<file path="src/common/cpu_pkg.sv">
`default_nettype none

package cpu_pkg;

    ////////////////////////////////////////
    // Sizes
    ////////////////////////////////////////
    localparam int xlen_c           = 32;
    localparam int imem_words_c     = 256;
    localparam int imem_addr_bits_c = 8;

    ////////////////////////////////////////
    // Encodings
    ////////////////////////////////////////
    // RV32I major opcodes, only the supported subset
    typedef enum logic [6:0] {
        op_lui    = 7'b0110111,
        op_auipc  = 7'b0010111,
        op_jal    = 7'b1101111,
        op_jalr   = 7'b1100111,
        op_branch = 7'b1100011,
        op_load   = 7'b0000011,
        op_store  = 7'b0100011,
        op_imm    = 7'b0010011,
        op_reg    = 7'b0110011
    } opcode_e;

    typedef enum logic [2:0] {
        alu_add,
        alu_sub,
        alu_and,
        alu_or,
        alu_xor,
        alu_slt,
        alu_pass_b
    } alu_op_e;

    // Writeback source
    typedef enum logic [1:0] {
        wb_alu,
        wb_mem,
        wb_pc4,
        wb_pcimm
    } wb_sel_e;

    typedef enum logic [1:0] {
        bus_idle,
        bus_req,
        bus_release
    } bus_state_e;

    ////////////////////////////////////////
    // Structs
    ////////////////////////////////////////
    typedef struct packed {
        alu_op_e alu_op;
        logic    src_a_pc;
        logic    src_a_zero;
        logic    src_b_imm;
        logic    reg_write;
        logic    mem_read;
        logic    mem_write;
        logic    is_branch;
        logic    branch_ne;
        logic    is_jal;
        logic    is_jalr;
        wb_sel_e wb_sel;
    } ctrl_t;

    typedef struct packed {
        logic              write;
        logic [xlen_c-1:0] addr;
        logic [xlen_c-1:0] wdata;
    } mem_req_t;

    typedef struct packed {
        logic [xlen_c-1:0] pc;
        logic [31:0]       instr;
        logic [4:0]        rd;
        logic              rd_we;
        logic [xlen_c-1:0] rd_data;
    } retire_t;

    // Nothing written, nothing accessed
    localparam ctrl_t ctrl_nop_c = '{
        alu_op: alu_add,
        wb_sel: wb_alu,
        default: 1'b0
    };

endpackage

`default_nettype wire

</file>
<file path="src/logic/data_bus_port.sv">
`timescale 1ns/1ps
`default_nettype none

module data_bus_port import cpu_pkg::*; (
    input  wire logic               clk,
    input  wire logic               reset,
    input  wire logic               start_read,
    input  wire logic               start_write,
    input  wire logic [xlen_c-1:0]  addr,
    input  wire logic [xlen_c-1:0]  wdata,
    output logic                    stall,
    output logic [xlen_c-1:0]       load_data,
    output mem_req_t                mem_req,
    output logic                    req,
    input  wire logic               ack,
    input  wire logic [xlen_c-1:0]  rdata
);

    bus_state_e state;
    logic       start;

    assign start = start_read || start_write;

    ////////////////////////////////////////
    // Four-phase handshake FSM
    ////////////////////////////////////////
    always_ff @(posedge clk) begin
        if (reset) begin
            state <= bus_idle;
        end else begin
            case (state)
                bus_idle:    if (start) state <= bus_req;
                bus_req:     if (ack) state <= bus_release;
                bus_release: if (!ack) state <= bus_idle;
                default:     state <= bus_idle;
            endcase
        end
    end

    // Request held steady for the whole access
    always_ff @(posedge clk) begin
        if (state == bus_idle && start) begin
            mem_req.write <= start_write;
            mem_req.addr  <= addr;
            mem_req.wdata <= wdata;
        end
        if (state == bus_req && ack) begin
            load_data <= rdata;
        end
    end

    assign req = (state == bus_req);

    // Released once ack is seen low in bus_release
    always_comb begin
        case (state)
            bus_idle:    stall = start;
            bus_req:     stall = 1'b1;
            bus_release: stall = ack;
            default:     stall = 1'b0;
        endcase
    end

endmodule

`default_nettype wire

</file>
<file path="config.mk">
export PLATFORM = sky130hd
export DESIGN_NAME = data_bus_port
export DESIGN_NICKNAME = d
export VERILOG_FILES = /design/src/common/cpu_pkg.sv /design/src/logic/data_bus_port.sv
export SDC_FILE = /design/constraint.sdc
export NUM_CORES = 1
export LEC_CHECK = 0
export ABC_AREA = 1
export BUFFER_PORTS_ARGS = -buffer_cell sky130_fd_sc_hd__buf_2
export CORE_UTILIZATION = 41
export DETAILED_ROUTE_END_ITERATION = 6
export GPL_TIMING_DRIVEN = 0
export PLACE_DENSITY = 0.87
export RECOVER_POWER = 50
export SLEW_MARGIN = 5
export SYNTH_ARGS = -nofsm -noshare
export SYNTH_HDL_FRONTEND = slang
export SYNTH_SLANG_ARGS = --single-unit
export TNS_END_PERCENT = 1
</file>
<file path="constraint.sdc">
create_clock -name clk -period 2.9 [get_ports clk]
set_input_delay 0.29 -clock clk [delete_from_list [all_inputs] [get_ports clk]]
set_output_delay 0.29 -clock clk [all_outputs]
set_load 0.01 [all_outputs]
</file>
After elaboration in Yosys (flattened, before gate mapping)

Index checks and enable logic that the tools add are counted.

Register bits after elaboration: 99
Logic and storage cells: 20
Output and inout port bits: 99
Bits of input ports: 101

Multiplexer cells: 5
Equality and inequality tests: 5
Reduce and logical (&&, ||, !) cells: 5

Operator list:

| operator                                            | count |
|---|---|
| two-way mux 2 bit                                   | 3 |
| case mux 2 bit (3 select lines)                     | 1 |
| != test 2 bit, second input constant                | 2 |
| case mux 1 bit (3 select lines)                     | 1 |
| AND reduction 3 bit                                 | 1 |
| equality test 2 x 1 -> 1 bit, second input constant | 1 |
| equality test 2 bit, second input constant          | 1 |
| logical AND 1 bit                                   | 2 |
| logical NOT 2 bit                                   | 1 |
| != test 2 x 1 -> 1 bit, second input constant       | 1 |
| logical OR 1 bit                                    | 1 |

Longest topological paths before layout

Word-level depth: 3
Depth in mapped cells: 4
Gate-level depth less buffers: 4

Worst setup path before layout

Ideal clock, no wire load.

Kind: reg-to-reg
From: register state[0]
To: register mem_req[0] in the netlist's numbering, enable pin
Stages on the path, launching flop included: 4
Required time: 2.481 ns
Path slack: 0.696 ns
Path buffers: 0
Arrival: 1.785 ns
Setup time: 0.419 ns
Period minus slack after synthesis: 2.204 ns
Cells stage by stage: dfxtp_1 > nor2_1 > nand2_1 > inv_1

Longest elaborated chain between the ends: 2

RTL lines:

| element                | RTL line            | text |
|---|---|---|
| from (decl)            | data_bus_port.sv:19 | `bus_state_e state;` |
| from (signal assigned) | data_bus_port.sv:29 | `state <= bus_idle;` |
| from (signal assigned) | data_bus_port.sv:32 | `bus_idle: if (start) state <= bus_req;` |
| from (signal assigned) | data_bus_port.sv:33 | `bus_req: if (ack) state <= bus_release;` |
| logical NOT 2 bit      | data_bus_port.sv:42 | `if (state == bus_idle && start) begin` |
| logical AND 1 bit      | data_bus_port.sv:42 |  |
| to (decl)              | data_bus_port.sv:13 | `output mem_req_t mem_req,` |

No other way between the ends.
A chain may end at the register's enable or synchronous reset.

Worst setup path after layout

From: register state[1]
To: register load_data[21], enable pin

Longest elaborated chain between the ends: 2

RTL lines:

| element                      | RTL line            | text |
|---|---|---|
| equality test 2 x 1 -> 1 bit | data_bus_port.sv:47 | `if (state == bus_req && ack) begin` |
| logical AND 1 bit            | data_bus_port.sv:47 |  |
| to (signal assigned)         | data_bus_port.sv:48 | `load_data <= rdata;` |
| to (decl)                    | data_bus_port.sv:12 | `output logic [xlen_c-1:0] load_data,` |

No other way between the ends.

==> results.tsv <==
metric	value	unit
outcome	completed	
clk_pin_slew	100	ps
clock_skew	10.1	ps
post_cts_buffers	0	
path_buf_inv	2	
grt_max_degree	38	
wire_per_inst	16.5	um
worstSkewPairLatency	360	ps
grt_pass1_vias	1840	
path_delay_family	buffers and inverters	
finalPower	2.86	mW
finalHoldViolCount	0	
synthToLayoutAreaGrowth	41.4	%
p_per_area	665	nW/um2
drt_wl_total	7090	um
route.detailed.drc	0	
layout_common_cells	150 x buf_2, 97 x edfxtp_1, 49 x clkbuf_1, 9 x clkbuf_8, 6 x inv_1	
dp_hpwl	5480	um
cp_slowest_cell	inv_1	
rrSetupSlack	1110	ps
final.setup.tns	0	ps
ys_seq_elements	99	
ant_nets	0	
io_buffers	199	
clockBufferDepth	2	
p_sw	0.701	mW
dieArea	7750	um2
worstPathRequired	2880	ps
utilization	61.5	%
drtIter0Drc	72	
final_common_cell	buf_2	
grt_antenna_before_repair	1	
worstPathCellList	inv_1, nand3_1, inv_1	
rsz0062_at_grt	no	
clock_sinks	99	
synth_area_leaders	edfxtp_1 96%, dfxtp_1 1.3%, inv_1 0.87%	
layout-drive-gt1-share	50.9	%
ys_seq_area_share	97.3	%
syn_nets	217	
fp.coreArea	6980	um2
htree_levels	3	
cts_tree	yes	
hold_class	input pin to flop	
cts-root-buf	clkbuf_8	
gp_congestion	0.696	
yosysUniqueCellTypes	8	
cp_max_fo	32	
grt_use_total	17.9	%
setup_viol	0	
critPathArrivalTime	1770	ps
slew_headroom	22.2	%
leakagePower	1.75	nW
synth_area	3030	um2
worst_pin_slew	1170	ps
avgSynthCellArea	26.2	um2
die_w	88.0	um
startpoint_type	flop	
dieHeight	88.0	um
fmax	558	MHz
power_switching_share	24.6	%
postCtsHoldBufs	0	
timing.final.crit_share	61.8	%
initial_core_util	43.5	%
firstDrtPassIters	4	
ios	200	
synthCells	116	
yosys_warnings	0	
cp_slowest_stage_delay	860	ps
setup_slack	1110	ps
fillers	556	
finalCriticalPeriod	1790	ps
worstSetupEndpointType	flop	
grt_overflow	0	
final_nets	428	
multiInputGateArea	51.3	um2
seqPwrFrac	61.0	%
pre_cts_ws	1050	ps
synth_top_area_cell	edfxtp_1	
crit_type	flop to flop	
synth_top_area_share	96.0	%
ir_worst_vdd	0.000282	V
report.final.slew_viol_count	0	
rows	30	
crit_top_cell	inv_1	
grt_pass1_wl	9480	um
p_clk_share	28.6	%
p_int	2.15	mW
regArea	2950	um2
cts_inserted_buffers	9	
cts_resized	0	
cap_violations	0	
dr_total_vias	1863	
via_per_inst	4.34	
power_frac_comb	10.4	%
==> Yosys cell counts <==
cell,count
nand3b_1,1
nand2_1,3
a21oi_2,2
edfxtp_1,97
nor2_1,1
dfxtp_1,2
inv_1,7
nand3_1,3
==> registers in the layout, summed over array words and instances (netlist names) <==
register   flops
mem_req       65
load_data     32
state          2
==> final timing paths <==
kind | end | depth (start not counted) | start
worst max-delay path | load_data[21]$_DFFE_PP_ | 3 | state[1]$_SDFFE_PP0P_
worst max register to register | load_data[21]$_DFFE_PP_ | 3 | state[1]$_SDFFE_PP0P_
worst min-delay path | mem_req[22]$_DFFE_PP_ | 1 | wdata[22]
worst min register to register | state[1]$_SDFFE_PP0P_ | 2 | state[1]$_SDFFE_PP0P_
==> per-stage QoR <==
| step | instances | hold slack, ps | instance area [um2] |
|---|---|---|---|
| floorplan | 116 | 352 | 3030 |
| global placement | 411 | 467 | 4150 |
| detailed placement | 412 | 468 | 4170 |
| CTS | 428 | 72.5 | 4350 |
| global route | 429 | 68.8 | 4290 |
| finish | 429 | 98.9 | 4290 |
==> power by group through the flow <==
stage,clock network [mW],logic [mW],registers (mW)
CTS,0.844,0.315,1.74
finish,0.816,0.297,1.74
detailed placement,0,0.315,1.77
floorplan,0,0.0530,1.84
global route,0.895,0.324,1.76
global placement,0,0.297,1.77
==> metal layers <==
layer	share of wire, %	global-route usage (%)	vias up	wire, um
met3	12	7.82	16	863
met2	51	30.6	127	3640
met5	0	0	-	0
met1	34	18.5	846	2410
met4	2.6	9.68	0	184
li1	-	-	874	-
==> worst register-to-register path, delay by kind of cell, from the launching register on <==
| kind | cells | cell delay, ps |
|---|---|---|
| buffers and inverters | 2 | 960 |
| DFF | 1 | 340 |
| and+or+nand+nor | 1 | 110 |
==> layout make-up <==
| cell class | instances | share of cell area [%] |
|---|---|---|
| Sequential cell | 99 | 68.8 |
| Timing Repair Buffer | 200 | 22.2 |
| Clock buffer | 9 | 2.89 |
| Tap cell | 96 | 2.80 |
| Clock inverter | 7 | 1.40 |
| Multi-Input combinational cell | 10 | 1.20 |
| Inverter | 7 | 0.612 |
| Antenna cell | 1 | 0.0583 |
==> logic make-up (layout without fill, tap and decap cells) <==
logic type / count (synthesis) / after routing / synth area share [%]
other cells: 0 / 1 / 0
compound gates: 2 / 2 / 0.577
buf+inv: 7 / 223 / 0.866
flops: 99 / 99 / 97.3
simple gates: 8 / 8 / 1.24
(Power assumes the default switching activity.)
