==> config.mk <==
export PLATFORM = sky130hd
export DESIGN_NAME = instr_decoder
export DESIGN_NICKNAME = d
export VERILOG_FILES = /design/src/common/cpu_pkg.sv /design/src/decode/instr_decoder.sv
export SDC_FILE = /design/constraint.sdc
export NUM_CORES = 1
export LEC_CHECK = 0
export BUFFER_PORTS_ARGS = -buffer_cell sky130_fd_sc_hd__buf_2
export CAP_MARGIN = 5
export CORE_MARGIN = 2
export CORE_UTILIZATION = 36
export DETAILED_ROUTE_END_ITERATION = 16
export GPL_TIMING_DRIVEN = 0
export PLACE_DENSITY = 0.9
export SLEW_MARGIN = 20
export SYNTH_ARGS = -nofsm -noshare
export SYNTH_HDL_FRONTEND = slang
export SYNTH_SLANG_ARGS = --single-unit
==> constraint.sdc <==
create_clock -name vclk -period 3.8
set_clock_uncertainty 0.05 [all_clocks]
set_input_delay 0.95 -clock vclk [all_inputs]
set_output_delay 0.95 -clock vclk [all_outputs]
set_load 0.005 [all_outputs]
==> src/common/cpu_pkg.sv <==
`default_nettype none

package cpu_pkg;

    ////////////////////////////////////////
    // Sizes
    ////////////////////////////////////////
    localparam int xlen_c           = 32;
    localparam int imem_words_c     = 256;
    localparam int imem_addr_bits_c = 8;

    ////////////////////////////////////////
    // Encodings
    ////////////////////////////////////////
    // RV32I major opcodes, only the supported subset
    typedef enum logic [6:0] {
        op_lui    = 7'b0110111,
        op_auipc  = 7'b0010111,
        op_jal    = 7'b1101111,
        op_jalr   = 7'b1100111,
        op_branch = 7'b1100011,
        op_load   = 7'b0000011,
        op_store  = 7'b0100011,
        op_imm    = 7'b0010011,
        op_reg    = 7'b0110011
    } opcode_e;

    typedef enum logic [2:0] {
        alu_add,
        alu_sub,
        alu_and,
        alu_or,
        alu_xor,
        alu_slt,
        alu_pass_b
    } alu_op_e;

    // Writeback source
    typedef enum logic [1:0] {
        wb_alu,
        wb_mem,
        wb_pc4,
        wb_pcimm
    } wb_sel_e;

    typedef enum logic [1:0] {
        bus_idle,
        bus_req,
        bus_release
    } bus_state_e;

    ////////////////////////////////////////
    // Structs
    ////////////////////////////////////////
    typedef struct packed {
        alu_op_e alu_op;
        logic    src_a_pc;
        logic    src_a_zero;
        logic    src_b_imm;
        logic    reg_write;
        logic    mem_read;
        logic    mem_write;
        logic    is_branch;
        logic    branch_ne;
        logic    is_jal;
        logic    is_jalr;
        wb_sel_e wb_sel;
    } ctrl_t;

    typedef struct packed {
        logic              write;
        logic [xlen_c-1:0] addr;
        logic [xlen_c-1:0] wdata;
    } mem_req_t;

    typedef struct packed {
        logic [xlen_c-1:0] pc;
        logic [31:0]       instr;
        logic [4:0]        rd;
        logic              rd_we;
        logic [xlen_c-1:0] rd_data;
    } retire_t;

    // Nothing written, nothing accessed
    localparam ctrl_t ctrl_nop_c = '{
        alu_op: alu_add,
        wb_sel: wb_alu,
        default: 1'b0
    };

endpackage

`default_nettype wire

==> src/decode/instr_decoder.sv <==
`timescale 1ns/1ps
`default_nettype none

module instr_decoder import cpu_pkg::*; (
    input  wire logic [31:0] instr,
    output ctrl_t            ctrl,
    output logic [31:0]      imm,
    output logic [4:0]       rs1,
    output logic [4:0]       rs2,
    output logic [4:0]       rd
);

    opcode_e    opcode;
    logic [2:0] funct3;
    logic [6:0] funct7;

    assign opcode = opcode_e'(instr[6:0]);
    assign funct3 = instr[14:12];
    assign funct7 = instr[31:25];
    assign rs1    = instr[19:15];
    assign rs2    = instr[24:20];
    assign rd     = instr[11:7];

    ////////////////////////////////////////
    // Immediate generation
    ////////////////////////////////////////
    always_comb begin
        case (opcode)
            op_store:
                imm = {{20{instr[31]}}, instr[31:25], instr[11:7]};
            op_branch:
                imm = {{19{instr[31]}}, instr[31], instr[7], instr[30:25], instr[11:8], 1'b0};
            op_lui, op_auipc:
                imm = {instr[31:12], 12'b0};
            op_jal:
                imm = {{11{instr[31]}}, instr[31], instr[19:12], instr[20], instr[30:21], 1'b0};
            // I type for jalr, loads and immediate ALU ops
            default:
                imm = {{20{instr[31]}}, instr[31:20]};
        endcase
    end

    ////////////////////////////////////////
    // Control
    ////////////////////////////////////////
    always_comb begin
        ctrl = ctrl_nop_c;
        case (opcode)
            op_lui: begin
                ctrl.src_a_zero = 1'b1;
                ctrl.src_b_imm  = 1'b1;
                ctrl.reg_write  = 1'b1;
            end
            op_auipc: begin
                ctrl.src_a_pc  = 1'b1;
                ctrl.src_b_imm = 1'b1;
                ctrl.reg_write = 1'b1;
            end
            op_jal: begin
                ctrl.is_jal    = 1'b1;
                ctrl.reg_write = 1'b1;
                ctrl.wb_sel    = wb_pc4;
            end
            op_jalr: begin
                ctrl.is_jalr   = 1'b1;
                ctrl.src_b_imm = 1'b1;
                ctrl.reg_write = 1'b1;
                ctrl.wb_sel    = wb_pc4;
            end
            op_branch: begin
                // beq and bne only, the rest stay a nop
                if (funct3[2:1] == 2'b00) begin
                    ctrl.is_branch = 1'b1;
                    ctrl.branch_ne = funct3[0];
                    ctrl.alu_op    = alu_sub;
                end
            end
            op_load: begin
                if (funct3 == 3'b010) begin
                    ctrl.src_b_imm = 1'b1;
                    ctrl.mem_read  = 1'b1;
                    ctrl.reg_write = 1'b1;
                    ctrl.wb_sel    = wb_mem;
                end
            end
            op_store: begin
                if (funct3 == 3'b010) begin
                    ctrl.src_b_imm = 1'b1;
                    ctrl.mem_write = 1'b1;
                end
            end
            op_imm, op_reg: begin
                ctrl.src_b_imm = (opcode == op_imm);
                ctrl.reg_write = 1'b1;
                case (funct3)
                    3'b000:  ctrl.alu_op = (opcode == op_reg && funct7[5]) ? alu_sub : alu_add;
                    3'b010:  ctrl.alu_op = alu_slt;
                    3'b100:  ctrl.alu_op = alu_xor;
                    3'b110:  ctrl.alu_op = alu_or;
                    3'b111:  ctrl.alu_op = alu_and;
                    // Shifts and sltu not supported
                    default: ctrl = ctrl_nop_c;
                endcase
            end
            default: ctrl = ctrl_nop_c;
        endcase
    end

endmodule

`default_nettype wire

# Word-level counts from Yosys, hierarchy flattened
# Cells that the tools add are included.
# op_classes
eq_ne	13
n_reduce_logical	9
muxes	20
# op_table
cell	count
case mux 31 bit (4 select lines)	1
== test 7 x 6 -> 1 bit, second input constant	3
== test 7 bit, second input constant	3
case mux 3 bit (5 select lines)	1
== test 7 x 5 -> 1 bit, second input constant	2
case mux 1 bit (2 select lines)	6
2-to-1 mux 10 bit	1
== test 3 bit, second input constant	3
== test 7 x 2 -> 1 bit, second input constant	1
case mux 2 bit (3 select lines)	1
case mux 3 bit (2 select lines)	1
OR reduction 2 bit	3
OR reduction 5 bit	1
2-to-1 mux 1 bit	4
case mux 1 bit (4 select lines)	1
case mux 2 bit (2 select lines)	1
OR reduction 4 bit	1
== test 3 x 2 -> 1 bit, second input constant	1
logical NOT 3 bit	1
2-to-1 mux 3 bit	1
case mux 1 bit (3 select lines)	1
OR reduction 3 bit	1
logical NOT 2 bit	1
2-to-1 mux 2 bit	1
logical AND 1 bit	1
# word_totals
ff_bits	0
input_bits	32
word_cells	42

# Depth between registers and ports, before layout
# depth
depth_word	5
mapped_depth	6
mapped_depth_nobuf	4

# Worst setup path before layout
# No wires, ideal clock.
# synth_timing
path_type	input to output
start	input port instr[5]
end	output port ctrl[8] in the netlist's numbering
slack_ps	896
path_buffers	1
required_time_ps	2800
t_arrival_ps	1904
stages	5
cell_sequence	buf_2 -> nor3_1 -> nand2_1 -> a2111oi_0 -> or4_1
# synth_rtl
element	line	text
start: declaration	instr_decoder.sv:5	input wire logic [31:0] instr,
end: declaration	instr_decoder.sv:6	output ctrl_t ctrl,

==> metrics <==
total number of vias=1086; PwrDens=86.82 mW/mm^2; dpl hpwl=roughly 2.2 mm; crit path time final=3318 ps; final core utilization=62.96%; CP bufs+invs=2; first-pass GRT wire length=4.119 mm; CTS Hold Bufs=0; first drt pass iteration count=4; setup bufs post-CTS=0; Req. time, crit path=roughly 2800 ps; setup violators final=0; top-count cell post-synth=buf_4; slack of the critical path=482.3 ps; Gate power share=100.0%; initial antenna violation count=0; P_sw=~0.048 mW; Pleak=approximately 0.8 nW; initial DRC count=6; switching part of the total=45.41%; Crit Path Class=primary input to primary output; Pins Over Slew Limit=0; Peak Freq=roughly 300 MHz; status=complete, no violations; Worst Hold Slack=2114 ps; Worst path top cell family by delay=compound AO/OA/AOI/OAI gates; Least-Margin Pin Slew=627.2 ps; CP Launch Point=instr[14]; Worst path most repeated cell=buf_2; PortBufs=92; ANT nets after route=0; Yosys top cell area share=16.78%; crit-path max cell delay=620 ps; Netlist cell types=32; crit path max fanout=6; routed wire length=2.496 mm; total global-route track usage=20.32%; WP data arrival=2320 ps; Setup WS pre-CTS=481.1 ps; Synth top cells by count=buf_4, nand2_1, a21o_1; Die Wd=48.59 um; CP Cell Sequence=buf_2, nor3b_2, nand2_1, a2111oi_0, or4_1, buf_2; post_cts resized=0; Post-Syn Nets=about 140; cells after synthesis=about 110; synthesized area=around 700 sq um; Worst path depth=6; Synth area leaders=buf_4, a21o_1, nand2_1; num sequential=0; Vert. Die Dim=about 49 um; die area=0.002361 sq mm; vias in the first global route=942; IO Count=94; CP endpoint kind=primary output; CLK BUF=0; layout overhead on the synthesized area=69.06%; gpl congestion=0.7303; fraction of layout cells with a size suffix above 1=roughly 60%; Reg area=0 sq um; Worst IR Drop VDD=between 0.06 and 0.07 mV; final hold violation count=0; worst hold path type=primary input to primary output; largest net degree at the start of global routing=11; n_diodes=0; # DRC=0; Flop pwr share=0%; cell taking the most area after synthesis=buf_4; GR Overflow Total=0; final period utilization=between 80% and 90%; Internal Power=0.05735 mW; Mean Syn Cell Area=6.566 sq um; Critical Path Source Type=primary input; row cnt=16; Post-layout nets=around 240; worst-path cell with the longest stage delay=a2111oi_0; Ys Warns=0; clock share of power=0%; Core ar.=0.001922 sq mm; max-cap violation count=0; post-DR vias/cell=4.763; RSZ-0062 raised after global routing=false; Initial Util=37.24%; Routed wire per std cell=10.95 um; end of the critical path=ctrl[8]; setup TNS=0 ps; sequential element share of the synthesized area=0%; max_slew headroom=roughly 57%
-- placed cells by master (no fill, tap or decap), types with 2 or more instances in the layout --
cell       count
nand2_1       13
inv_1          2
nand3_1        3
and2_1         3
nor4_1         3
nor2_1         5
buf_2         98
buf_4         16
nor2b_1        7
a22o_1         4
o21ai_0        9
nor3_1         5
o2bb2ai_1      2
a21o_1        11
nand2b_1       2
or2_2          2
-- metrics by stage --
stage | cell area [sq um] | power [mW] | std cells
after floorplan | 715.7 | 0.04922 | 109
after global placement | 1210 | 0.1038 | 228
after detailed placement | 1210 | 0.1056 | 228
after CTS | 1210 | 0.1060 | 228
after global routing | 1210 | 0.1163 | 228
final | 1210 | 0.1050 | 228
-- worst min path at each step --
| stage | from | end | slack, ps | cells past startpoint |
|---|---|---|---|---|
| CTS | instr[16] | rs1[1] | 2120 | 3 |
| detailed placement | instr[16] | rs1[1] | 2120 | 3 |
| global placement | instr[15] | rs1[0] | 2110 | 3 |
| floorplan | instr[4] | ctrl[0] | 1890 | 1 |
| finish | instr[16] | rs1[1] | 2110 | 3 |
| global route | instr[19] | rs1[4] | 2130 | 3 |
-- area by class of cell --
cell class	instances	area, sq um
Buffer	24	166.4
Fill cell	215	711.9
Inverter	2	7.507
Multi-Input combinational cell	83	541.8
Tap cell	27	33.78
Timing Repair Buffer	92	460.4
-- metal layers --
metal	share of wire (%)	vias to the layer above	global-route usage, %	routed length, um
met5	0	-	0	0
met4	0	0	0.9524	0
met3	9.4	0	3.395	235
met2	48	58	37.50	1199
met1	42	467	25.94	1060
li1	-	561	-	-
-- kinds of logic (layout without fill, tap and decap cells) --
group	after synthesis	count (layout)	synth area share (%)
xor gates and xnor gates	1	1	1.224
buffers and inverters	26	118	24.30
and+or+nand+nor	51	51	43.88
AOI/OAI and AO/OA	31	31	30.59
-- power groups by stage --
| stage | Combinational [mW] | Clock (mW) | Sequential, mW |
|---|---|---|---|
| 3_5_place_dp | 0.106 | 0 | 0 |
| 5_1_grt | 0.116 | 0 | 0 |
| 6_report | 0.105 | 0 | 0 |
| 2_1_floorplan | 0.0492 | 0 | 0 |
| 4_1_cts | 0.106 | 0 | 0 |
| 3_3_place_gp | 0.104 | 0 | 0 |
(Power assumes the default switching activity.)
