### src/common/cpu_pkg.sv
`default_nettype none

package cpu_pkg;

    ////////////////////////////////////////
    // Sizes
    ////////////////////////////////////////
    localparam int xlen_c           = 32;
    localparam int imem_words_c     = 256;
    localparam int imem_addr_bits_c = 8;

    ////////////////////////////////////////
    // Encodings
    ////////////////////////////////////////
    // RV32I major opcodes, only the supported subset
    typedef enum logic [6:0] {
        op_lui    = 7'b0110111,
        op_auipc  = 7'b0010111,
        op_jal    = 7'b1101111,
        op_jalr   = 7'b1100111,
        op_branch = 7'b1100011,
        op_load   = 7'b0000011,
        op_store  = 7'b0100011,
        op_imm    = 7'b0010011,
        op_reg    = 7'b0110011
    } opcode_e;

    typedef enum logic [2:0] {
        alu_add,
        alu_sub,
        alu_and,
        alu_or,
        alu_xor,
        alu_slt,
        alu_pass_b
    } alu_op_e;

    // Writeback source
    typedef enum logic [1:0] {
        wb_alu,
        wb_mem,
        wb_pc4,
        wb_pcimm
    } wb_sel_e;

    typedef enum logic [1:0] {
        bus_idle,
        bus_req,
        bus_release
    } bus_state_e;

    ////////////////////////////////////////
    // Structs
    ////////////////////////////////////////
    typedef struct packed {
        alu_op_e alu_op;
        logic    src_a_pc;
        logic    src_a_zero;
        logic    src_b_imm;
        logic    reg_write;
        logic    mem_read;
        logic    mem_write;
        logic    is_branch;
        logic    branch_ne;
        logic    is_jal;
        logic    is_jalr;
        wb_sel_e wb_sel;
    } ctrl_t;

    typedef struct packed {
        logic              write;
        logic [xlen_c-1:0] addr;
        logic [xlen_c-1:0] wdata;
    } mem_req_t;

    typedef struct packed {
        logic [xlen_c-1:0] pc;
        logic [31:0]       instr;
        logic [4:0]        rd;
        logic              rd_we;
        logic [xlen_c-1:0] rd_data;
    } retire_t;

    // Nothing written, nothing accessed
    localparam ctrl_t ctrl_nop_c = '{
        alu_op: alu_add,
        wb_sel: wb_alu,
        default: 1'b0
    };

endpackage

`default_nettype wire

### src/execute/execute_unit.sv
`timescale 1ns/1ps
`default_nettype none

module execute_unit import cpu_pkg::*; (
    input  ctrl_t                   ctrl,
    input  wire logic [xlen_c-1:0]  pc,
    input  wire logic [xlen_c-1:0]  rs1_data,
    input  wire logic [xlen_c-1:0]  rs2_data,
    input  wire logic [xlen_c-1:0]  imm,
    output logic [xlen_c-1:0]       alu_result,
    output logic [xlen_c-1:0]       pc4,
    output logic [xlen_c-1:0]       pcimm,
    output logic                    take_branch
);

    logic [xlen_c-1:0] op_a;
    logic [xlen_c-1:0] op_b;
    logic              regs_equal;

    // Operand muxes
    always_comb begin
        if (ctrl.src_a_pc) begin
            op_a = pc;
        end else if (ctrl.src_a_zero) begin
            op_a = '0;
        end else begin
            op_a = rs1_data;
        end
        op_b = ctrl.src_b_imm ? imm : rs2_data;
    end

    ////////////////////////////////////////
    // ALU
    ////////////////////////////////////////
    always_comb begin
        case (ctrl.alu_op)
            alu_add:    alu_result = op_a + op_b;
            alu_sub:    alu_result = op_a - op_b;
            alu_and:    alu_result = op_a & op_b;
            alu_or:     alu_result = op_a | op_b;
            alu_xor:    alu_result = op_a ^ op_b;
            alu_slt:    alu_result = {31'b0, $signed(op_a) < $signed(op_b)};
            alu_pass_b: alu_result = op_b;
            default:    alu_result = '0;
        endcase
    end

    // Branch decision, bne inverts the equality
    assign regs_equal  = (rs1_data == rs2_data);
    assign take_branch = ctrl.is_branch && (regs_equal ^ ctrl.branch_ne);

    // Targets
    assign pc4   = pc + 32'd4;
    assign pcimm = pc + imm;

endmodule

`default_nettype wire

### config.mk
export PLATFORM = sky130hd
export DESIGN_NAME = execute_unit
export DESIGN_NICKNAME = d
export VERILOG_FILES = /design/src/common/cpu_pkg.sv /design/src/execute/execute_unit.sv
export SDC_FILE = /design/constraint.sdc
export NUM_CORES = 1
export LEC_CHECK = 0
export ABC_AREA = 1
export ABC_CLOCK_PERIOD_IN_PS = 5100
export BUFFER_PORTS_ARGS = -buffer_cell sky130_fd_sc_hd__buf_2
export CORE_UTILIZATION = 52
export DETAILED_ROUTE_END_ITERATION = 6
export GPL_TIMING_DRIVEN = 0
export PLACE_DENSITY = 0.81
export SLEW_MARGIN = 10
export SYNTH_ARGS = -nofsm -noshare
export SYNTH_HDL_FRONTEND = slang
export SYNTH_SLANG_ARGS = --single-unit
### constraint.sdc
create_clock -name vclk -period 5.1
set_input_delay 1.02 -clock vclk [all_inputs]
set_output_delay 1.02 -clock vclk [all_outputs]
set_load 0.005 [all_outputs]
# [After elaboration in Yosys (flattened, before gate mapping)]
# Index checks and enable logic that the tools add are counted.
[totals] register_bits=0 inputBits=143 output_inout_bits=97 wordCells=22
[op_classes] addsub=4 order_cmp=1 n_eq_ne=7 n_mux=4 n_bitwise=4 reduce_logical=2
[op_table] operator="$pmux 32 s7" count=1
[op_table] operator="$mux 32" count=3
[op_table] operator="$add 32x32->32" count=2
[op_table] operator="$add 32x3->32 const B" count=1
[op_table] operator="$and 32x32->32" count=1
[op_table] operator="$eq 32x32->1" count=1
[op_table] operator="$lt 32x32->1" count=1
[op_table] operator="$or 32x32->32" count=1
[op_table] operator="$sub 32x32->32" count=1
[op_table] operator="$xor 32x32->32" count=1
[op_table] operator="$eq 3x3->1 const B" count=3
[op_table] operator="$eq 3x2->1 const B" count=2
[op_table] operator="$eq 3x1->1 const B" count=1
[op_table] operator="$logic_not 3->1" count=1
[op_table] operator="$logic_and 1x1->1" count=1
[op_table] operator="$xor 1x1->1" count=1

# [Longest topological paths before layout]
[logic_depth] word_depth=4 mapped_depth=19 ltp_nobuf=16

# [Worst setup path before layout]
# No wires, ideal clock.
[synth_path] kind="input to output" startpoint="input ctrl[10] in the netlist's numbering" endpoint="output alu_result[29]" t_arrival_ns=3.229 t_required_ns=4.080 path_slack_ns=0.851 path_stages=18 n_path_buf=3 cell_sequence="nor2_1 clkbuf_1 clkbuf_1 a22oi_1 inv_1 ha_1 buf_2 nor2_1 inv_1 nor2_1 inv_1 nor2_1 and2_1 nand2_1 nand2_1 nand2_1 nand3_1 nand3_1"
[synth_between] elab_chain_len=4 elab_cells_between_ends=8 cone_classes="2 x add/sub; 3 x mux; 3 x bitwise"
[synth_lines] item="from (decl)" line_no="execute_unit.sv:5" text="input ctrl_t ctrl,"
[synth_lines] item="$mux 32 *" line_no="execute_unit.sv:24" text="end else if (ctrl.src_a_zero) begin"
[synth_lines] item="$mux 32 *" line_no="execute_unit.sv:22" text="if (ctrl.src_a_pc) begin"
[synth_lines] item="$sub 32x32->32, or another cell as far along" line_no="execute_unit.sv:38" text="alu_sub: alu_result = op_a - op_b;"
[synth_lines] item="$pmux 32 s7 *" line_no="execute_unit.sv:36" text="case (ctrl.alu_op)"
[synth_lines] item="to (decl)" line_no="execute_unit.sv:10" text="output logic [xlen_c-1:0] alu_result,"
# Mark *: on every way between the ends. The rest lies on a longest branch, timed or not.

# [Worst setup path after layout]
[layout_path] startpoint="input ctrl[11] in the netlist's numbering" endpoint="output alu_result[0]"
[layout_between] elab_chain_len=3 elab_cells_between_ends=8 cone_classes="2 x add/sub; 1 x order compare; 2 x mux; 3 x bitwise"
[layout_lines] item="$mux 32 *" line_no="execute_unit.sv:22"
[layout_lines] item="$sub 32x32->32, or another cell as far along" line_no="execute_unit.sv:38"
[layout_lines] item="$pmux 32 s7 *" line_no="execute_unit.sv:36"
# Marks and branches as above.

==> flow_summary.ini <==
[die]
die_width_um = 142
dieArea_um2 = 20200
rows = 50
core_um2 = 19000
initial_core_util_pct = 53.9
fp.dieH_um = 142
pin_count = 240

[synth]
synthSimpleGateAreaFrac_pct = 41.0
synth_top_area_cell = nand2_1
synth.net_count = 2254
synth_top_area_share_pct = 22.3
synth_cell_type_count = 42
synthMuxAreaShare_pct = 0
syn_avg_cell_area_um2 = 5.19
synth_top_family_by_area = simple AND/OR/NAND/NOR gates
synth_seq_area_share_pct = 0
yosys-top-cells-area = nand2_1, ha_1, inv_1, nand3_1, nor2_1
synth_cells = 1967
yosysWarnings = 0
synth.cell_area_um2 = 10200
synth_compound_area_share_pct = 17.6
synth_xor_area_share_pct = 6.60
synth_fa_ha_area_share_pct = 17.9

[detailed_routing]
first_pass_iters = 6
drtIter0Drc = 1355
ant_nets = 0
route.vias.total = 14000
wl_per_cell_um = 18.0
routed_wl_mm = 44.5
vias_per_cell = 5.68
drc = 0

[sta]
setup_slack_ns = 0.0889
slew_violations = 0
max_freq_mhz = 200
slew_headroom_pct = 43.6
period_minus_slack_ns = 5.01
final_hold_viol_count = 0
setup_viol = 0
period_share_pct = 98.3
tightestPinTransition_ns = 0.845

[cells_and_area]
nFlopsAndLatches = 0
drive_above_1_share_pct = 15.2
fin_nets = 2490
regArea_um2 = 0
area_delta_synth_final_pct = 16.1
fillers = 2034
clkbuf_count = 0

[global_routing]
grt_max_degree = 11
grt_pass1_wl_mm = 66.9
antenna_found_initial = 6
grt_pass1_vias = 13000
globalRouteOverflowTotal = 0
grt_usage_pct = 42.9

[clocking]
ctsHoldBuffers = 0

[pwr]
irDropWorstVdd_v = 0.0000813
p_total_uw = 1550
p_leak_uw = 0.00707
p_per_area_nw_per_um2 = 131

[placed_design]
post-place-ws_ns = -0.342
place.port_buffers = 233
place.gp.congestion = 1.04
dp_hpwl_mm = 38.2

[worst_hold_path]
whs_endpoint = pc4[2]
min-delay-start = pc[2]
hold_path_depth = 3
hold_path_class = input port to primary output

[setup_path]
path_class = input port to primary output
crit_path_end_kind = primary output
critPathRequiredTime_ns = 4.08
arrival_ns = 3.99
setup.worst_path.start_class = input port
critPathMaxFanout = 10

[run]
cap_violations = 0

[run_status]
status = finished clean
==> worst max-delay path: stages <==
cell and delay (ns):
buf_2 0.13, nor2_1 0.20, buf_2 0.28, buf_4 0.27
a22oi_1 0.14, inv_1 0.13, ha_1 0.33, inv_2 0.12
nand2_1 0.10, a21oi_1 0.28, nand2_1 0.11, nand2_2 0.13
nand2_1 0.09, nand3_1 0.09, nand2_1 0.07, nand3_1 0.10
nand3_1 0.16, nand2_1 0.12, buf_2 0.11
==> area by class of cell <==
cell class | count | area, um2 | area share, %
multi-input combinational | 1519 | 8610 | 72.6
buffer | 47 | 235 | 1.98
timing repair buffer | 235 | 1180 | 9.96
inverter | 400 | 1500 | 12.7
tap | 260 | 325 | 2.74
antenna | 5 | 12.5 | 0.105
==> placed cells by master (no fill, tap or decap), types with 9 or more instances in the layout <==
cell type,synthesis,final
nand2_1,608,607
inv_1,386,386
buf_2,30,265
nor2_1,151,149
nand3_1,148,145
ha_1,141,139
a21oi_1,99,99
o21ai_0,68,60
xnor2_1,40,40
xor2_1,37,37
o22ai_1,37,33
nand4_1,25,25
a221oi_1,25,25
o21ai_1,17,22
nor3_1,23,21
a22oi_1,28,20
o21bai_1,14,14
inv_2,13,13
nor4_1,9,9
==> report_power, final <==
| part | switching (uW) | internal, uW | total [uW] |
|---|---|---|---|
| clock | 0 | 0.000131 | 0.000131 |
| sequential | 0 | 0 | 0 |
| combinational | 1040 | 513 | 1550 |
| total | 1040 | 513 | 1550 |
==> worst max-delay path by stage <==
stage | startpoint | end | depth (start not counted)
finish | ctrl[11] | alu_result[0] | 19
floorplan | ctrl[10] | alu_result[29] | 18
detailed placement | ctrl[11] | alu_result[31] | 20
global placement | ctrl[11] | alu_result[23] | 20
global route | ctrl[11] | alu_result[30] | 18
CTS | ctrl[11] | alu_result[28] | 18
==> synth_stat cells, types with 28 or more instances <==
cell type / number
nor2_1: 151
a21oi_1: 99
o22ai_1: 37
a22oi_1: 28
xnor2_1: 40
nand3_1: 148
buf_2: 30
nand2_1: 608
o21ai_0: 68
xor2_1: 37
inv_1: 386
ha_1: 141
==> stage by stage <==
step / TNS, ns / util [%] / hold slack, ns / cell area [um2] / instances
after CTS: 0 / 61.9 / 2.34 / 11700 / 2460
after global routing: -0.124 / 62.6 / 2.35 / 11900 / 2466
after global placement: -6.31 / 61.8 / 2.33 / 11700 / 2460
final: 0 / 62.6 / 2.34 / 11900 / 2466
after floorplan: 0 / - / 2.07 / 10200 / 1967
after detailed placement: -6.14 / 61.8 / 2.34 / 11700 / 2460
==> cell families (layout without fill, tap and decap cells) <==
group                    after synthesis  after routing
other                                  0              5
adder cells (fa/ha/maj)              144            144
XOR/XNOR                              77             77
AO/OA/AOI/OAI                        303            303
buffers and inverters                448            682
AND/OR/NAND/NOR                      995            995
==> what timing repair did <==
action	in CTS	in global routing
setup buffers	0	2
hold endpoints to repair	0	0
pin swaps	0	2
setup endpoints to repair	26	25
resized for setup	9	42
==> metal layers <==
| layer | routed length (um) | up-vias | track usage, % | share of wire [%] |
|---|---|---|---|---|
| li1 | - | 6749 | - | - |
| met1 | 17400 | 6279 | 54.7 | 39 |
| met2 | 19700 | 847 | 70.9 | 44 |
| met3 | 5160 | 131 | 6.33 | 12 |
| met4 | 2160 | 2 | 19.8 | 4.9 |
| met5 | 16 | - | 0 | 0.036 |
No activity file was read; power rests on OpenSTA's default activity.
