<file path="src/common/cpu_pkg.sv">
`default_nettype none

package cpu_pkg;

    ////////////////////////////////////////
    // Sizes
    ////////////////////////////////////////
    localparam int xlen_c           = 32;
    localparam int imem_words_c     = 256;
    localparam int imem_addr_bits_c = 8;

    ////////////////////////////////////////
    // Encodings
    ////////////////////////////////////////
    // RV32I major opcodes, only the supported subset
    typedef enum logic [6:0] {
        op_lui    = 7'b0110111,
        op_auipc  = 7'b0010111,
        op_jal    = 7'b1101111,
        op_jalr   = 7'b1100111,
        op_branch = 7'b1100011,
        op_load   = 7'b0000011,
        op_store  = 7'b0100011,
        op_imm    = 7'b0010011,
        op_reg    = 7'b0110011
    } opcode_e;

    typedef enum logic [2:0] {
        alu_add,
        alu_sub,
        alu_and,
        alu_or,
        alu_xor,
        alu_slt,
        alu_pass_b
    } alu_op_e;

    // Writeback source
    typedef enum logic [1:0] {
        wb_alu,
        wb_mem,
        wb_pc4,
        wb_pcimm
    } wb_sel_e;

    typedef enum logic [1:0] {
        bus_idle,
        bus_req,
        bus_release
    } bus_state_e;

    ////////////////////////////////////////
    // Structs
    ////////////////////////////////////////
    typedef struct packed {
        alu_op_e alu_op;
        logic    src_a_pc;
        logic    src_a_zero;
        logic    src_b_imm;
        logic    reg_write;
        logic    mem_read;
        logic    mem_write;
        logic    is_branch;
        logic    branch_ne;
        logic    is_jal;
        logic    is_jalr;
        wb_sel_e wb_sel;
    } ctrl_t;

    typedef struct packed {
        logic              write;
        logic [xlen_c-1:0] addr;
        logic [xlen_c-1:0] wdata;
    } mem_req_t;

    typedef struct packed {
        logic [xlen_c-1:0] pc;
        logic [31:0]       instr;
        logic [4:0]        rd;
        logic              rd_we;
        logic [xlen_c-1:0] rd_data;
    } retire_t;

    // Nothing written, nothing accessed
    localparam ctrl_t ctrl_nop_c = '{
        alu_op: alu_add,
        wb_sel: wb_alu,
        default: 1'b0
    };

endpackage

`default_nettype wire

</file>
<file path="src/logic/result_select.sv">
`timescale 1ns/1ps
`default_nettype none

module result_select import cpu_pkg::*; (
    input  ctrl_t                   ctrl,
    input  wire logic [xlen_c-1:0]  alu_result,
    input  wire logic [xlen_c-1:0]  load_data,
    input  wire logic [xlen_c-1:0]  pc4,
    input  wire logic [xlen_c-1:0]  pcimm,
    input  wire logic               take_branch,
    output logic [xlen_c-1:0]       rd_data,
    output logic [xlen_c-1:0]       pc_next
);

    // Writeback mux
    always_comb begin
        case (ctrl.wb_sel)
            wb_alu:   rd_data = alu_result;
            wb_mem:   rd_data = load_data;
            wb_pc4:   rd_data = pc4;
            wb_pcimm: rd_data = pcimm;
            default:  rd_data = alu_result;
        endcase
    end

    // Next pc
    always_comb begin
        if (ctrl.is_jalr) begin
            pc_next = {alu_result[xlen_c-1:1], 1'b0};
        end else if (ctrl.is_jal || take_branch) begin
            pc_next = pcimm;
        end else begin
            pc_next = pc4;
        end
    end

endmodule

`default_nettype wire

</file>
<file path="config.mk">
export PLATFORM = sky130hd
export DESIGN_NAME = result_select
export DESIGN_NICKNAME = d
export VERILOG_FILES = /design/src/common/cpu_pkg.sv /design/src/logic/result_select.sv
export SDC_FILE = /design/constraint.sdc
export NUM_CORES = 1
export LEC_CHECK = 0
export ABC_AREA = 1
export ABC_CLOCK_PERIOD_IN_PS = 1900
export BUFFER_PORTS_ARGS = -buffer_cell sky130_fd_sc_hd__buf_4
export CAP_MARGIN = 15
export CORE_AREA = 2 2 80 82
export DETAILED_ROUTE_END_ITERATION = 8
export DIE_AREA = 0 0 82 84
export MAX_ROUTING_LAYER = met4
export PLACE_DENSITY_LB_ADDON = 0.05
export SETUP_SLACK_MARGIN = 0.02
export SKIP_LAST_GASP = 1
export SLEW_MARGIN = 20
export SYNTH_ARGS = -nofsm -noshare
export SYNTH_HDL_FRONTEND = slang
export SYNTH_SLANG_ARGS = --single-unit
</file>
<file path="constraint.sdc">
create_clock -name vclk -period 1.9
set_clock_uncertainty 0.2 [all_clocks]
set_input_delay 0.38 -clock vclk [all_inputs]
set_output_delay 0.38 -clock vclk [all_outputs]
set_load 0.02 [all_outputs]
</file>
======== Word level (Yosys, flattened, before mapping) ========
Cells that the tools add are included.
cells by class
  equality and inequality tests ........... 3
  multiplexer cells ....................... 3
  reductions and logical operators ........ 2
operators with widths
  kind                                                             number
  32-bit case mux with 4 select lines                              1
  32-bit 2-to-1 mux                                                2
  2-bit == test, second input constant                             2
  2-bit by 1-bit == test with 1-bit output, second input constant  1
  2-bit zero test                                                  1
  1-bit logical OR                                                 1
word-level totals
  register bits after elaboration ......... 0
  bits of input ports ..................... 144
  output and inout port bits .............. 64

======== Depth between registers and ports, before layout ========
Gate-level depths: netlist of the first run.
  depth in word-level cells ............... 3
  mapped depth ............................ 6
  mapped depth without buffers ............ 5

======== Least setup slack after synthesis of the first run ========
Ideal clock, no wire load.
  path kind ............................... input -> output
  start ................................... input take_branch
  end ..................................... output pc_next[0]
  arrival time ............................ 1.083 ns
  path slack .............................. 0.237 ns
  stages .................................. 4
  path buffers ............................ 1
  cells stage by stage .................... nor2_2 > buf_2 > o21ai_0 > nor2_1
on the way
  longest elaborated chain between the ends .. 3
RTL lines
  item               RTL line             text
  start, declared    result_select.sv:10  input wire logic take_branch,
  1-bit logical OR   result_select.sv:30  end else if (ctrl.is_jal || take_branch) begin
  32-bit 2-to-1 mux  result_select.sv:30
  32-bit 2-to-1 mux  result_select.sv:28  if (ctrl.is_jalr) begin
  end, declared      result_select.sv:12  output logic [xlen_c-1:0] pc_next
No other way between the ends.

======== Worst setup path after layout of the first run ========
  start ................................... input take_branch
  end ..................................... output pc_next[15]
The elaborated chain is that of the path after synthesis.

==> results of run 1 <==
-- power groups by stage --
stage / Sequential (mW) / Clock, mW / Combinational (mW)
finish: 0 / 0 / 1.03
CTS: 0 / 0 / 1.03
floorplan: 0 / 0 / 0.489
global route: 0 / 0 / 1.11
detailed placement: 0 / 0 / 1.03
global placement: 0 / 0 / 1.02
-- worst max-delay path: stages --
cell and delay, ns:
buf_4 0.11, nor2_2 0.16, buf_12 0.19, nand2_1 0.06, nand3_1 0.09, nand2_1 0.06
buf_4 0.15
-- how the worst max path moves through the flow --
stage             endpoint        start
4_1_cts        pc_next[15]  take_branch
5_1_grt        pc_next[14]  take_branch
3_3_place_gp   pc_next[24]  take_branch
6_report       pc_next[15]  take_branch
2_1_floorplan   pc_next[0]  take_branch
3_5_place_dp   pc_next[15]  take_branch
-- Yosys cell counts, drive strengths merged --
| cell | number | area (µm²) |
|---|---|---|
| clkbuf | 3 | 11.3 |
| inv | 67 | 251 |
| nand2 | 157 | 589 |
| buf | 32 | 195 |
| nor2 | 4 | 20.0 |
| o21ai | 1 | 5.00 |
| nand4 | 32 | 200 |
| nand3 | 127 | 636 |
-- cell families (layout without fill, tap and decap cells) --
logic type / after synthesis / after routing
compound gates: 1 / 1
buf+inv: 102 / 283
simple gates: 320 / 320
-- layout by cell type (no fill, tap or decap) --
cell type,count
buf_4,207
o21ai_0,1
nand4_1,32
nor2_1,2
nand3_1,127
nor2_2,2
nand2_1,157
buf_12,9
inv_1,67
-- layer usage --
metal	wire length, µm	up-vias
met1	3720	1576
met5	0	-
met4	121	0
met3	719	12
li1	-	1725
met2	4580	136
-- final cells by class --
class | count | area (µm²)
fill | 626 | 2560
timing repair buffer | 216 | 1730
inverter | 67 | 251
multi-input combinational | 321 | 1450
tap | 77 | 96.3
-- stage by stage --
step,power [mW],hold slack (ns),cell area [µm²],setup slack [ns],cells
after detailed placement,1.03,0.866,3530,0.101,681
after CTS,1.03,0.866,3530,0.0991,681
after global routing,1.11,0.880,3530,0.0216,681
final,1.03,0.864,3530,0.0988,681
after global placement,1.02,0.863,3530,0.110,681
after floorplan,0.489,0.726,1910,0.237,423
==> run_results.csv, run 1 <==
group,metric,value,unit
power,power_density,291,nW/µm²
global_route,antenna_found_initial,0,
route,vias,3449,
critical_path,cp.required,1.32,ns
floorplanning,chipWidth,82,µm
floorplanning,die_area,6890,µm²
logic_synthesis,seq_area_frac_synth,0,%
logic_synthesis,synthAdderAreaFrac,0,%
global_route,grt_pass1_wl,14100,µm
route,routed_wl,9140,µm
finish,final_util,57.9,%
outcome,status,"complete, no violations",
logic_synthesis,postSynthAreaPerCell,4.51,µm²
logic_synthesis,synth-compound-area-share,0.262,%
power,power_switching,0.536,mW
timing,min_period,1.80,ns
hold_path,hp-class,"in2out",
critical_path,crit_path_end_kind,"primary output",
clock_network,post_cts_resized,0,
route,dr.first_iter.drc_count,143,
run,maxCapViolCount,0,
place,gp_congestion,0.824,
floorplanning,row_count,29,
floorplanning,start_util,31.3,%
logic_synthesis,synth_top_family_by_area,"simple AND/OR/NAND/NOR gates",
critical_path,critPathMaxFanout,23,
logic_synthesis,synthMuxAreaShare,0,%
floorplanning,ios,208,
logic_synthesis,synth_area,1910,µm²
logic_synthesis,synthXorXnorAreaFrac,0,%
floorplanning,fp.dieH,84,µm
place,place_hpwl,6830,µm
global_route,busiest_layer,"met2",
finish,syn2layout_area_growth,85.1,%
timing,timing.final.max_slew_violations,0,
route,wl_per_cell,13.4,µm
route,viasPerCell,5.06,
finish,nNetsFinal,750,
finish,diodes,0,
global_route,grt_use_total,25.3,%
global_route,overflow,0,
timing,slew_headroom,81.6,%
timing,fmax,0.555,GHz
finish,register_area,0,µm²
power,p_seq_share,0,%
place,port_buffers,197,
critical_path,start_kind,"input pin",
global_route,gr-usage-met3,2.81,%
power,pwr-share-comb,100.0,%
power,swShare,52.2,%
hold_path,hold-path-endpoint,"pc_next[28]",
power,p_clk_share,0,%
finish,seq_cell_count,0,
critical_path,arrival,1.22,ns
timing,fin_setup_tns,0,ns
logic_synthesis,yosysUniqueCellTypes,10,
logic_synthesis,synthCells,423,
global_route,grtUsageMet2,46.8,%
clock_network,postCtsSetupBuffers,0,
clock_network,cts_hold_buf,0,
finish,clock_buffers,0,
route,ant_nets,0,
finish,drive_above_1_share,36.1,%
power,intPower,0.492,mW
logic_synthesis,synth_nets,567,
timing,rsz0062_at_grt,"false",
route,drc,0,
hold_path,hold-path-cell-count,4,
global_route,gr-usage-met1,29.0,%
global_route,grt_max_degree,33,
hold_path,hp-start,"alu_result[28]",
power,p_leak,2.12,nW
timing,fin_crit_sh,94.8,%
floorplanning,core,6100,µm²
critical_path,path_class,"in2out",
logic_synthesis,yosys_warnings,0,
timing,hold_viol,0,
timing,tightest_slew,0.276,ns
logic_synthesis,yosys.area_share.simple,75.7,%
global_route,grt_pass1_vias,3156,
route,drtPass1Iterations,5,
timing,finalSetupViolCount,0,
power,vdd_ir_drop_max,0.146,mV
No activity file was read; power rests on OpenSTA's default activity.
==> inputs of run 2 (changes only) <==
--- a/config.mk
+++ b/config.mk
@@ -6,7 +6,7 @@
 export NUM_CORES = 1
 export LEC_CHECK = 0
 export ABC_AREA = 1
-export ABC_CLOCK_PERIOD_IN_PS = 1900
+export ABC_CLOCK_PERIOD_IN_PS = 1700
 export BUFFER_PORTS_ARGS = -buffer_cell sky130_fd_sc_hd__buf_4
 export CAP_MARGIN = 15
 export CORE_AREA = 2 2 80 82
@@ -14,6 +14,7 @@
 export DIE_AREA = 0 0 82 84
 export MAX_ROUTING_LAYER = met4
 export PLACE_DENSITY_LB_ADDON = 0.05
+export RECOVER_POWER = 25
 export SETUP_SLACK_MARGIN = 0.02
 export SKIP_LAST_GASP = 1
 export SLEW_MARGIN = 20
==> constraint.sdc (replaced) <==
create_clock -name vclk -period 1.7
set_clock_uncertainty 0.2 [all_clocks]
set_input_delay 0.34 -clock vclk [all_inputs]
set_output_delay 0.34 -clock vclk [all_outputs]
set_load 0.02 [all_outputs]
==> run 2 against run 1 <==
  * Utilization up 1.7 points
  * Worst setup slack worse by 0.098 ns
  * First-iteration DRC count up 31%
  * Combinational power up 15%
  * Sequential cell count unchanged
  * Non-clock buffer count up 4
  * Total power up 15%
  * Sequential share of layout area unchanged
  * Via count down 0.43%
  * Critical endpoint is now pc_next[1]
  * Largest power group unchanged
  * Highest routed layer unchanged
==> run_results.csv, run 2 (synthesized netlist as in run 1, its figures left out) <==
group,metric,value,unit
critical_path,cp.required,1.16,ns
route,wl_per_cell,13.8,µm
global_route,grt_pass1_wl,13800,µm
run,maxCapViolCount,0,
timing,finalSetupViolCount,0,
power,swShare,51.8,%
power,power_density,325,nW/µm²
timing,tightest_slew,0.283,ns
power,pwr-share-comb,100.0,%
floorplanning,row_count,29,
global_route,grt_pass1_vias,2999,
timing,slew_headroom,81.2,%
timing,fmax,0.589,GHz
timing,fin_crit_sh,99.9,%
timing,rsz0062_at_grt,"true",
critical_path,arrival,1.16,ns
floorplanning,start_util,31.3,%
route,drc,0,
route,routed_wl,9460,µm
floorplanning,core,6100,µm²
timing,hold_viol,0,
finish,final_util,59.6,%
hold_path,hp-class,"in2out",
timing,fin_hold_ws,0.782,ns
power,p_clk_share,0,%
power,intPower,0.569,mW
finish,register_area,0,µm²
floorplanning,chipWidth,82,µm
finish,multiInputGateArea,1470,µm²
critical_path,start_kind,"input pin",
finish,layout_common_cells,"buf_4, nand2_1, nand3_1",
power,power_switching,0.612,mW
floorplanning,die_area,6890,µm²
floorplanning,ios,208,
route,vias,3434,
critical_path,path_class,"in2out",
global_route,grt_max_degree,33,
global_route,grt_use_total,24.8,%
place,place_ws,-0.0275,ns
critical_path,crit_path_end_kind,"primary output",
route,drtPass1Iterations,4,
global_route,overflow,0,
route,viasPerCell,5.01,
power,vdd_ir_drop_max,0.182,mV
finish,syn2layout_area_growth,90.4,%
timing,min_period,1.70,ns
floorplanning,fp.dieH,84,µm
power,p_leak,2.16,nW
route,dr.first_iter.drc_count,188,
outcome,status,"complete, no violations",
clock_network,postCtsSetupBuffers,0,
place,place_hpwl,6720,µm
finish,diodes,0,
place,gp_congestion,0.842,
finish,drive_above_1_share,37.3,%
place,port_buffers,197,
finish,final_common_cell,"buf_4",
finish,nNetsFinal,754,
timing,setup_ws,0.00109,ns
finish,clock_buffers,0,
finish,seq_cell_count,0,
critical_path,critPathMaxFanout,16,
power,p_seq_share,0,%
finish,num-fill-cells,637,
timing,timing.final.max_slew_violations,0,
global_route,antenna_found_initial,0,
route,ant_nets,0,
run 2: cell count changes in the layout (fill, tap and decap cells not counted), moves of 2 or more:
| cell | change |
|---|---|
| buf_4 | -8 |
| buf_6 | +9 |
| clkbuf_16 | +2 |
| clkbuf_2 | +2 |
| inv_1 | -3 |
| inv_2 | +3 |
| nand2_1 | -2 |
| nor2_2 | -2 |
| nor2_4 | +2 |
run 2: layout make-up:
class | count | area share [%]
Multi-Input combinational cell | 321 | 40.5
Timing Repair Buffer | 220 | 50.0
Tap cell | 77 | 2.65
Inverter | 67 | 6.92
run 2: critical path: stages:
cell	delay, ns
buf_4	0.12
inv_1	0.08
nand2_4	0.08
clkbuf_16	0.19
nand2_1	0.07
nand3_1	0.07
nand2_1	0.06
buf_4	0.13
run 2: path summary, 6_finish.rpt:
| check | start | end | slack (ns) | depth (start not counted) |
|---|---|---|---|---|
| worst max-delay path | take_branch | pc_next[1] | 0.001 | 8 |
| worst min-delay path | alu_result[18] | pc_next[18] | 0.78 | 4 |
run 2: per-layer routing:
| metal | GRT usage [%] | vias to the layer above | share of wire, % |
|---|---|---|---|
| met4 | 3.03 | 0 | 1.2 |
| met5 | - | - | 0 |
| met1 | 29.6 | 1530 | 40 |
| li1 | - | 1737 | - |
| met3 | 2.16 | 10 | 7.7 |
| met2 | 45.4 | 157 | 51 |
run 2: power by group through the flow:
stage	logic (mW)	registers, mW	clock network (mW)
after global placement	1.14	0	0
after detailed placement	1.15	0	0
after global routing	1.27	0	0
after CTS	1.16	0	0
final	1.18	0	0
after floorplan	0.546	0	0
run 2: metrics by stage:
step | setup TNS [ns] | power (mW) | instance area [µm²] | std cells
floorplan | 0 | 0.546 | 1910 | 423
global placement | -0.0946 | 1.14 | 3530 | 682
detailed placement | -0.248 | 1.15 | 3530 | 682
CTS | 0 | 1.16 | 3540 | 682
global route | -1.46 | 1.27 | 3630 | 685
finish | 0 | 1.18 | 3630 | 685
run 2: timing repair:
item,4_1_cts,5_1_grt
hold buffers,0,0
cloned,0,3
setup endpoints to repair,41,64
pin swaps,0,0
resized for setup,4,16
==> inputs of run 3 (changes only) <==
--- a/config.mk
+++ b/config.mk
@@ -6,7 +6,7 @@
 export NUM_CORES = 1
 export LEC_CHECK = 0
 export ABC_AREA = 1
-export ABC_CLOCK_PERIOD_IN_PS = 1700
+export ABC_CLOCK_PERIOD_IN_PS = 1930
 export BUFFER_PORTS_ARGS = -buffer_cell sky130_fd_sc_hd__buf_4
 export CAP_MARGIN = 15
 export CORE_AREA = 2 2 80 82
@@ -14,7 +14,6 @@
 export DIE_AREA = 0 0 82 84
 export MAX_ROUTING_LAYER = met4
 export PLACE_DENSITY_LB_ADDON = 0.05
-export RECOVER_POWER = 25
 export SETUP_SLACK_MARGIN = 0.02
 export SKIP_LAST_GASP = 1
 export SLEW_MARGIN = 20
==> constraint.sdc (replaced) <==
create_clock -name vclk -period 1.93
set_clock_uncertainty 0.2 [all_clocks]
set_input_delay 0.386 -clock vclk [all_inputs]
set_output_delay 0.386 -clock vclk [all_outputs]
set_load 0.01 [all_outputs]
==> run 3 against run 2 <==
  * Count of clock-buffer cells in the layout stayed put
  * Highest routed layer unchanged
  * Largest power group unchanged
  * Critical endpoint is now rd_data[2]
  * Utilization down 1.7 points
  * Critical path type unchanged
  * Worst setup slack better by 0.12 ns
==> run_results.csv, run 3 (synthesized netlist as in run 1, its figures left out) <==
group,metric,value,unit
route,routed-wl-met3,778,µm
hold_path,hp-start,"alu_result[6]",
finish,diodes,0,
timing,fin_crit_sh,93.9,%
power,power_density,256,nW/µm²
critical_path,crit_path_end_kind,"primary output",
finish,syn2layout_area_growth,85.0,%
floorplanning,die_area,6890,µm²
critical_path,path_common_cell,"buf_4",
route,routedLengthMet1,3610,µm
route,drc,0,
power,vdd_ir_drop_max,0.159,mV
route,routed_wl,8980,µm
route,top_layer,"met4",
finish,multiInputGateArea,1450,µm²
route,vias,3398,
global_route,grt_use_total,24.9,%
timing,rsz0062_at_grt,"false",
outcome,status,"complete, no violations",
critical_path,path_class,"in2out",
floorplanning,start_util,31.3,%
place,place_ws,0.121,ns
place,gp_congestion,0.827,
clock_network,post_cts_resized,0,
critical_path,cpMaxStageDelayCell,"buf_4",
place,port_buffers,197,
finish,register_area,0,µm²
finish,fin_cells,682,
timing,hold_viol,0,
power,finalPower,0.905,mW
route,routed-wl-met2,4430,µm
finish,seq_cell_count,0,
finish,num-fill-cells,625,
route,dr.first_iter.drc_count,127,
route,viasPerCell,4.98,
global_route,grt_pass1_vias,3061,
finish,clock_buffers,0,
clock_network,postCtsSetupBuffers,0,
clock_network,cts_hold_buf,0,
critical_path,start_kind,"input pin",
critical_path,cp.required,1.34,ns
timing,tightest_slew,0.288,ns
route,drtPass1Iterations,4,
run,maxCapViolCount,0,
route,wl_per_cell,13.2,µm
global_route,antenna_found_initial,0,
timing,finalSetupViolCount,0,
finish,final_common_cell,"buf_4",
hold_path,hold-path-cell-count,4,
timing,setup_ws,0.119,ns
critical_path,arrival,1.23,ns
floorplanning,fp.dieH,84,µm
floorplanning,core,6100,µm²
finish,final_area,3530,µm²
route,ant_nets,0,
hold_path,hold-path-endpoint,"pc_next[6]",
timing,min_period,1.81,ns
floorplanning,chipWidth,82,µm
hold_path,hp-class,"in2out",
critical_path,max_stage_delay,0.31,ns
global_route,grt_pass1_wl,13900,µm
critical_path,critPathMaxFanout,26,
global_route,overflow,0,
timing,timing.final.max_slew_violations,0,
global_route,grt_max_degree,27,
finish,layout_common_cells,"buf_4, nand2_1, nand3_1",
power,p_leak,2.12,nW
floorplanning,row_count,29,
timing,slew_headroom,80.8,%
finish,nNetsFinal,751,
timing,fmax,0.552,GHz
timing,fin_setup_tns,0,ns
place,post_dp_cell_area,3530,µm²
floorplanning,ios,208,
place,dp.cells,682,
critical_path,critical_path.cell_chain,"buf_4 > buf_4 > nand3_1 > nand4_1 > buf_4",
finish,drive_above_1_share,36.2,%
place,place_hpwl,6740,µm
==> run 3: cell type report <==
| class | count | share of cell area [%] |
|---|---|---|
| inverters | 67 | 7.12 |
| well taps | 77 | 2.73 |
| repair buffers | 217 | 49.1 |
| multi-input cells | 321 | 41.1 |
==> run 3: metal layers <==
| metal | vias up | track usage [%] |
|---|---|---|
| met1 | 1512 | 29.4 |
| met5 | - | - |
| met2 | 148 | 44.4 |
| met4 | 0 | 4.85 |
| met3 | 14 | 3.14 |
| li1 | 1724 | - |
==> run 3: per-stage QoR <==
stage / hold slack, ns / util, %
after floorplan: 0.687 / -
after global placement: 0.855 / 57.9
after detailed placement: 0.857 / 57.9
after CTS: 0.859 / 57.9
after global routing: 0.876 / 57.9
final: 0.858 / 57.9
==> run 3: worst max path at each step <==
stage,from,to,cells after the start
after global placement,ctrl[0],rd_data[28],6
final,ctrl[0],rd_data[2],5
after floorplan,take_branch,pc_next[0],4
after CTS,ctrl[0],rd_data[28],6
after global routing,take_branch,pc_next[18],7
after detailed placement,ctrl[0],rd_data[28],6
==> run 3: where the power goes <==
part	switching, mW	internal, mW	leakage, nW
sequential	0	0	0
clock	0	0	0
combinational	0.426	0.479	2.12
total	0.426	0.479	2.12
==> run 3: worst max-delay path, delay by kind of cell <==
kind                   cells  cell delay, ns
AND/OR/NAND/NOR            2            0.24
buffers and inverters      3            0.59
